File: config.mk
export PLATFORM = sky130hd
export DESIGN_NAME = edge_pe
export DESIGN_NICKNAME = d
export VERILOG_FILES = /design/src/hw/gnn_pkg.sv /design/src/hw/edge_pe.sv /design/src/hw/feature_accumulator.sv
export SDC_FILE = /design/constraint.sdc
export NUM_CORES = 1
export LEC_CHECK = 0
export ABC_AREA = 1
export BUFFER_PORTS_ARGS = -buffer_cell sky130_fd_sc_hd__buf_4
export CAP_MARGIN = 20
export CORE_MARGIN = 1
export CORE_UTILIZATION = 50
export CTS_BUF_LIST = sky130_fd_sc_hd__clkbuf_4 sky130_fd_sc_hd__clkbuf_8
export DETAILED_ROUTE_END_ITERATION = 10
export PLACE_DENSITY = 0.76
export RECOVER_POWER = 50
export SYNTH_ARGS = -nofsm -noshare
export SYNTH_HDL_FRONTEND = slang
export SYNTH_SLANG_ARGS = --single-unit
File: constraint.sdc
create_clock -name clk -period 4.2 [get_ports clk]
set_input_delay 0.84 -clock clk [delete_from_list [all_inputs] [get_ports clk]]
set_output_delay 0.84 -clock clk [all_outputs]
set_load 0.01 [all_outputs]
File: src/hw/gnn_pkg.sv
`default_nettype none

package gnn_pkg;

    localparam int NUM_PE     = 2;
    localparam int NODE_W     = 7;
    localparam int MAX_DEGREE = 9;
    localparam int LANES      = 4;
    localparam int LANE_W     = 16;

    typedef logic [NODE_W-1:0]            node_id_t;
    typedef logic [3:0]                   degree_t;   // 0 .. MAX_DEGREE
    typedef logic [LANE_W-1:0]            lane_t;
    typedef logic [LANES*LANE_W-1:0]      feature_t;  // lane 0 in low bits
    typedef logic [MAX_DEGREE*NODE_W-1:0] id_list_t;  // id 0 in low bits
    typedef logic [0:0]                   pe_sel_t;
    typedef logic                         req_kind_t;

    localparam req_kind_t REQ_LIST    = 1'b0;
    localparam req_kind_t REQ_FEATURE = 1'b1;

    typedef enum logic [2:0] {
        ST_IDLE,
        ST_REQ_LIST,
        ST_WAIT_LIST,
        ST_REQ_FEAT,
        ST_WAIT_FEAT,
        ST_FINISH
    } pe_state_t;

endpackage

`default_nettype wire
File: src/hw/edge_pe.sv
`timescale 1ns/1ps
`default_nettype none

module edge_pe (
    input  logic               clk,
    input  logic               reset,
    input  logic               task_valid,
    input  gnn_pkg::node_id_t  task_node,
    output logic               idle,
    output logic               pe_req,
    output gnn_pkg::req_kind_t pe_kind,
    output gnn_pkg::node_id_t  pe_node,
    input  logic               pe_gnt,
    input  logic               pe_rsp_valid,
    input  gnn_pkg::feature_t  rsp_data,
    input  gnn_pkg::degree_t   rsp_count,
    output logic               done,
    output gnn_pkg::feature_t  result,
    output gnn_pkg::node_id_t  result_node
);
    import gnn_pkg::*;

    pe_state_t state;
    pe_state_t state_next;
    node_id_t  target;
    node_id_t  nbr_ids [MAX_DEGREE];
    degree_t   nbr_count;
    degree_t   ptr;          // next neighbor to fetch
    id_list_t  list_word;
    logic      accept;
    logic      list_arrive;
    logic      feat_arrive;

    assign accept      = task_valid && idle;
    assign list_word   = rsp_data[MAX_DEGREE*NODE_W-1:0];
    assign list_arrive = (state == ST_WAIT_LIST) && pe_rsp_valid;
    assign feat_arrive = (state == ST_WAIT_FEAT) && pe_rsp_valid;

    always_comb begin
        state_next = state;
        case (state)
            ST_IDLE, ST_FINISH: begin
                // a new task may land in the done cycle
                if (accept) begin
                    state_next = ST_REQ_LIST;
                end else begin
                    state_next = ST_IDLE;
                end
            end
            ST_REQ_LIST: if (pe_gnt) state_next = ST_WAIT_LIST;
            ST_WAIT_LIST: begin
                if (pe_rsp_valid) begin
                    state_next = (rsp_count == '0) ? ST_FINISH : ST_REQ_FEAT;
                end
            end
            ST_REQ_FEAT: if (pe_gnt) state_next = ST_WAIT_FEAT;
            ST_WAIT_FEAT: begin
                if (pe_rsp_valid) begin
                    if (degree_t'(ptr + 1'b1) == nbr_count) begin
                        state_next = ST_FINISH;
                    end else begin
                        state_next = ST_REQ_FEAT;
                    end
                end
            end
            default: state_next = ST_IDLE;
        endcase
    end

    always_ff @(posedge clk) begin
        if (reset) begin
            state <= ST_IDLE;
        end else begin
            state <= state_next;
        end
    end

    always_ff @(posedge clk) begin
        if (accept) begin
            target <= task_node;
        end
        if (list_arrive) begin
            nbr_count <= rsp_count;
            ptr       <= '0;
            for (int i = 0; i < MAX_DEGREE; i++) begin
                nbr_ids[i] <= list_word[i*NODE_W +: NODE_W];
            end
        end else if (feat_arrive) begin
            ptr <= ptr + 1'b1;
        end
    end

    feature_accumulator i_feature_accumulator (
        .clk     (clk),
        .reset   (reset),
        .clear   (accept),
        .add     (feat_arrive),
        .operand (rsp_data),
        .sum     (result)
    );

    assign idle        = (state == ST_IDLE) || (state == ST_FINISH);
    assign pe_req      = (state == ST_REQ_LIST) || (state == ST_REQ_FEAT);
    assign pe_kind     = (state == ST_REQ_LIST) ? REQ_LIST : REQ_FEATURE;
    assign pe_node     = (state == ST_REQ_LIST) ? target : nbr_ids[ptr];
    assign done        = (state == ST_FINISH);
    assign result_node = target;

endmodule

`default_nettype wire

File: src/hw/feature_accumulator.sv
`timescale 1ns/1ps
`default_nettype none

module feature_accumulator (
    input  logic              clk,
    input  logic              reset,
    input  logic              clear,
    input  logic              add,
    input  gnn_pkg::feature_t operand,
    output gnn_pkg::feature_t sum
);
    import gnn_pkg::*;

    lane_t lanes [LANES];

    // lane sums wrap at 2^LANE_W
    always_ff @(posedge clk) begin
        if (reset || clear) begin
            for (int i = 0; i < LANES; i++) begin
                lanes[i] <= '0;
            end
        end else if (add) begin
            for (int i = 0; i < LANES; i++) begin
                lanes[i] <= lanes[i] + operand[i*LANE_W +: LANE_W];
            end
        end
    end

    always_comb begin
        for (int i = 0; i < LANES; i++) begin
            sum[i*LANE_W +: LANE_W] = lanes[i];
        end
    end

endmodule

`default_nettype wire

==> results of run 1 <==
==> cell type report <==
cell class | count | area (um2) | area share [%]
clock buffers | 22 | 278 | 2.75
clock inverters | 10 | 131 | 1.30
inverters | 83 | 313 | 3.09
multi-input cells | 687 | 3840 | 38.0
flip-flops and latches | 149 | 4360 | 43.1
well taps | 220 | 275 | 2.72
repair buffers | 166 | 912 | 9.01
==> power by group <==
part           switching (uW)  leakage [uW]  internal (uW)  total (uW)
registers                 208       0.00146           1970        2180
logic                    1430       0.00278            838        2260
clock network             523      0.000214            625        1150
total                    2160       0.00445           3430        5590
==> logic make-up after synthesis <==
family | Yosys count
fa+ha+maj | 65
flops | 149
xor+xnor | 12
buf+inv | 99
simple gates | 382
compound gates | 228
==> per-layer routing <==
| layer | global-route usage [%] | up-vias | wire, um |
|---|---|---|---|
| li1 | - | 3625 | - |
| met1 | 33.7 | 3355 | 9800 |
| met2 | 39.7 | 288 | 10000 |
| met3 | 4.76 | 36 | 1490 |
| met4 | 8.96 | 0 | 419 |
| met5 | 0 | - | 0 |
==> through the flow <==
stage                     hold slack (ns)  worst slack [ns]  power [uW]  util [%]
after floorplan                     0.524             0.703        3640         -
after global placement              0.559              1.32        4470      60.2
after detailed placement            0.562              1.23        4510      60.2
after CTS                           0.540             0.723        5670      62.6
after global routing                0.558             0.417        5950      60.6
final                               0.569             0.704        5590      60.6
==> cells in the final DEF (no fill, tap or decap), drive strengths merged <==
cell type  instances
dfxtp             11
a21oi            110
a31oi              4
a21o              15
edfxtp           138
or2                6
nand3b             2
xnor2              4
and2               1
xor2               8
clkbuf           120
o21a               4
nor2             116
clkinvlp           1
clkinv             8
buf               68
o21ai             66
bufinv             3
ha                61
nand2            170
inv               81
nand4              4
o22ai              4
nor3b              4
o31ai              1
nor3              12
o211ai            10
nand3             67
fa                 4
o21bai            14
==> worst max-delay path by stage <==
stage | slack [ns] | endpoint | from
floorplan | 0.70 | i_feature_accumulator.lanes[0][0] | pe_rsp_valid
global placement | 1.32 | i_feature_accumulator.lanes[2][12] | pe_rsp_valid
detailed placement | 1.23 | pe_node[4] | flip-flop
CTS | 0.72 | pe_node[4] | flip-flop
global route | 0.42 | pe_node[1] | flip-flop
finish | 0.70 | pe_node[4] | flip-flop
==> registers in the layout, indices dropped and copies added (netlist names), named ones only <==
| signal | flops |
|---|---|
| nbr_ids | 63 |
| i_feature_accumulator.lanes | 64 |
| nbr_count | 4 |
| result_node | 7 |
| state | 3 |
| ptr | 4 |
==> critical path, delay by kind of cell, from the launching register on <==
family,cells,cell delay [ns]
buf+inv,3,0.94
simple gates,3,0.21
flops,1,0.32
compound gates,3,0.72
==> flow_summary.ini, run 1 <==
[route]
vias = 7304
wl_per_cell_um = 16.2
vias_per_cell = 5.46
drt_iter0_drc = 565
drcViolationCount = 0
drt-total-wl_um = 21700
antenna_left = 0
drt_pass1_iterations = 5

[synth]
synth.area.top_cells = edfxtp_1 48%, ha_1 8.9%, nand2_1 7.4%
ys_async_sr_fraction_pct = 0
synthSimpleGateAreaFrac_pct = 19.0
syn_inst = 935
synth_top_family_by_area = simple AND/OR/NAND/NOR gates
syn_avg_cell_area_um2 = 9.20
ys.flop_type = edfxtp_1
synth_most_common_cell = nand2_1
ys_seq_elements = 149
synth_compound_area_share_pct = 14.7
syn_area_um2 = 8600
synth_cell_types = 40
muxShareOfSynthArea_pct = 0
synthTopCellsByCount = 169 x nand2_1, 138 x edfxtp_1, 114 x nor2_1
synthXorXnorAreaFrac_pct = 1.22
synth_fa_ha_area_share_pct = 9.80
yosys_warnings = 0
netlist.area_leader.share_pct = 48.2
yosysSeqAreaShare_pct = 50.7
synth_fp_nets = 1080
yosysTopAreaCell = edfxtp_1
synth_edf_count = 138

[setup_path]
max_stage_delay_ns = 0.54
worstPathRequired_ns = 3.36
startpoint_type = flip-flop
rrSetupSlack_ns = 1.17
cp.arrival_ns = 2.66
r2r-start = state[1]
slowest_stage = clkinv_1
critical_path_class = flip-flop to output port
cp-end-kind = output port
path_cells = buf_4, clkinv_1, o21ai_0, o22ai_1, nand2_1, nand2_1, a21oi_1, nor2_1, buf_4
critPathMaxFanout = 29
reg2reg_depth = 8

[floorplanning]
ios = 162
dieArea_um2 = 17700
core_um2 = 16700
chipWidth_um = 133
fp-row-count = 47
start_util_pct = 51.5
dieHeight_um = 133

[cells_and_area]
instances_no_fill = 1337
final_area_um2 = 10100
fillers = 1519
nNetsFinal = 1249
drive_above_1_share_pct = 11.0
syn_to_final_growth_pct = 17.6
antenna_cells = 0

[sta]
final-setup-viol-count = 0
finClkSkew_ns = 0.0117
slew_headroom_pct = -19.9
finalHoldViolCount = 0
rsz0062_at_grt = false
maxClockFrequency_mhz = 286
finalSetupTns_ns = 0
worst_slew_pin_slew_ns = 1.80
drv_slew = 70
fin_crit_sh_pct = 83.2
period_needed_ns = 3.50

[global_routing]
antenna_found_initial = 0
grt_usage_pct = 24.8
grt_start_max_net_pins = 38
grt_pass1_vias = 6708
grt_overflow = 0
grt_pass1_wl_um = 33600

[clock_tree]
root_buffer = clkbuf_8
cts.repair.resized = 0
cts.sink_count = 149
clk_path_buf_depth = 2
hold_buffers = 0
clk_pin_slew_ns = 0.07
insertion_delay_ns = 0.45
htreeDepth = 4
numCtsBuffers = 17
cts_setup_buffers = 0
cts_tree = done

[worst_hold_path]
hp-class = input port to flip-flop
worstHoldStart = reset
min_to = state[2]
holdPathStages = 2

[run_status]
violations = max-capacitance violations, max-slew violations
status = finished, violations left

[placement]
gp_congestion = 0.923
hpwl_um = 16400
io_buffers = 161
placed_cell_area_um2 = 10100
dp_cells = 1305

[power]
power.density_nw_per_um2 = 552
peakVddDrop_v = 0.000282
p_leak_uw = 0.00445

[flow_run]
maxCapViolCount = 2
Note: power is estimated with default switching activity, not from simulation.
==> run 2: changes to the inputs <==
Clock period 4.2 ns to 3.16 ns, I/O delays scaled along.
==> flow_summary.ini, run 2 (same netlist as run 1, synthesis figures left out) <==
[run_status]
status = finished, final reports clean

[cells_and_area]
syn_to_final_growth_pct = 15.3
regMostFlops = i_feature_accumulator.lanes
antenna_cells = 0
final_common_cell = nand2_1
final_area_um2 = 9920
most-common-layout-cells = 170 x nand2_1, 138 x edfxtp_1, 134 x clkbuf_1
largest_reg_flops = 64
drive_above_1_share_pct = 7.16
fillers = 1575
nNetsFinal = 1250

[setup_path]
slowest_stage = dfxtp_1
critPathMaxFanout = 15
worstPathRequired_ns = 2.53
max_stage_delay_ns = 0.59
crit_family = flip-flops
cp.arrival_ns = 2.24
cp-end-kind = output port
crit_top_cell = o21ai_0
critical_path_class = flip-flop to output port
path_cells = inv_1, nor2_1, o21ai_0, o211ai_1, a21oi_1, o21ai_0, buf_4
startpoint_type = flip-flop
worst-path-buf-inv = 2

[worst_hold_path]
hp-class = input port to flip-flop

[sta]
slew_headroom_pct = 47.3
fin_crit_sh_pct = 91.0
maxClockFrequency_mhz = 348
drv_slew = 0
rsz0062_at_grt = false
finClkSkew_ns = 0.0104
finalHoldViolCount = 0
period_needed_ns = 2.88
final-setup-viol-count = 0
finalSetupTns_ns = 0
worst_slew_pin_slew_ns = 0.791

[placement]
placed_cell_area_um2 = 10100
gp_congestion = 0.943
io_buffers = 161
hpwl_um = 16700

[clock_tree]
htreeDepth = 4
numCtsBuffers = 17
cts.sink_count = 149
hold_buffers = 0
root_buffer = clkbuf_8
clk_path_buf_depth = 2
insertion_delay_ns = 0.45
cts_setup_buffers = 0
clk_pin_slew_ns = 0.09
cts_tree = done

[global_routing]
grt_pass1_wl_um = 34400
grt_usage_pct = 25.2
grt_pass1_vias = 6899
antenna_found_initial = 0
grt_overflow = 0
grt_start_max_net_pins = 39

[route]
drt-total-wl_um = 22100
vias = 7365
drcViolationCount = 0
drt_iter0_drc = 597
vias_per_cell = 5.50
wl_per_cell_um = 16.5
drt_pass1_iterations = 5
antenna_left = 0

[power]
p_clk_share_pct = 20.1
switching_share_pct = 41.0
power_frac_seq_pct = 39.8
peakVddDrop_v = 0.000425
p_leak_uw = 0.00425
p_int_uw = 4270
p_sw_uw = 2970
pwr-share-comb_pct = 40.1
power.density_nw_per_um2 = 729

[flow_run]
maxCapViolCount = 0

[floorplanning]
chipWidth_um = 133
dieHeight_um = 133
fp-row-count = 47
ios = 162
start_util_pct = 51.5
core_um2 = 16700
dieArea_um2 = 17700
==> run 2: area by class of cell <==
class,instances,area (um2),area share [%]
tap,220,275,2.77
clock inverter,15,146,1.48
clock buffer,17,234,2.36
sequential,149,4360,44.0
multi-input combinational,687,3840,38.7
inverter,83,317,3.19
timing repair buffer,167,746,7.52
==> run 2: stage by stage <==
stage	utilization, %	setup slack, ns	hold WS, ns	instances	power, uW
6_report	59.4	0.283	0.373	1338	7240
5_1_grt	59.4	0.0384	0.345	1338	7710
4_1_cts	62.5	0.258	0.333	1338	7430
3_5_place_dp	60.2	0.757	0.582	1306	5980
3_3_place_gp	60.2	0.777	0.563	1306	5930
2_1_floorplan	-	0.0509	0.525	935	4830
==> run 2: worst paths after layout <==
| kind | cells after the start | start | to | slack (ns) |
|---|---|---|---|---|
| worst max-delay path | 7 | flip-flop | pe_node[2] | 0.28 |
| worst min-delay path | 2 | reset | state[1] | 0.37 |
| worst max register to register | 8 | state[2] | i_feature_accumulator.lanes[3][6] | 0.88 |
| worst min register to register | 2 | ptr[3] | ptr[3] | 0.60 |
==> run 2: layer usage <==
| metal | vias up | GRT usage (%) | part of all wire [%] |
|---|---|---|---|
| met2 | 309 | 40.8 | 46 |
| li1 | 3632 | - | - |
| met4 | 0 | 7.20 | 1.6 |
| met5 | - | 0 | 0 |
| met3 | 32 | 4.68 | 6.4 |
| met1 | 3392 | 34.7 | 46 |
==> run 2: worst reg2reg max path: cells and delay by family, from the launching register on <==
family	cells	cell delay (ns)
AOI/OAI and AO/OA	2	0.38
and+or+nand+nor	4	0.61
DFF	1	0.35
buffers and inverters	2	0.68
==> run 2: repair_timing <==
action | in CTS | in global routing
resized for setup | 0 | 1
hold endpoints to repair | 0 | 0
setup endpoints to repair | 0 | 1
==> run 2: power by group through the flow <==
stage | sequential [uW] | combinational [uW] | clock [uW]
after floorplan | 2910 | 1910 | 0
after global placement | 2920 | 3000 | 0
after detailed placement | 2920 | 3050 | 0
after CTS | 2880 | 3070 | 1480
after global routing | 2920 | 3240 | 1550
final | 2880 | 2900 | 1450
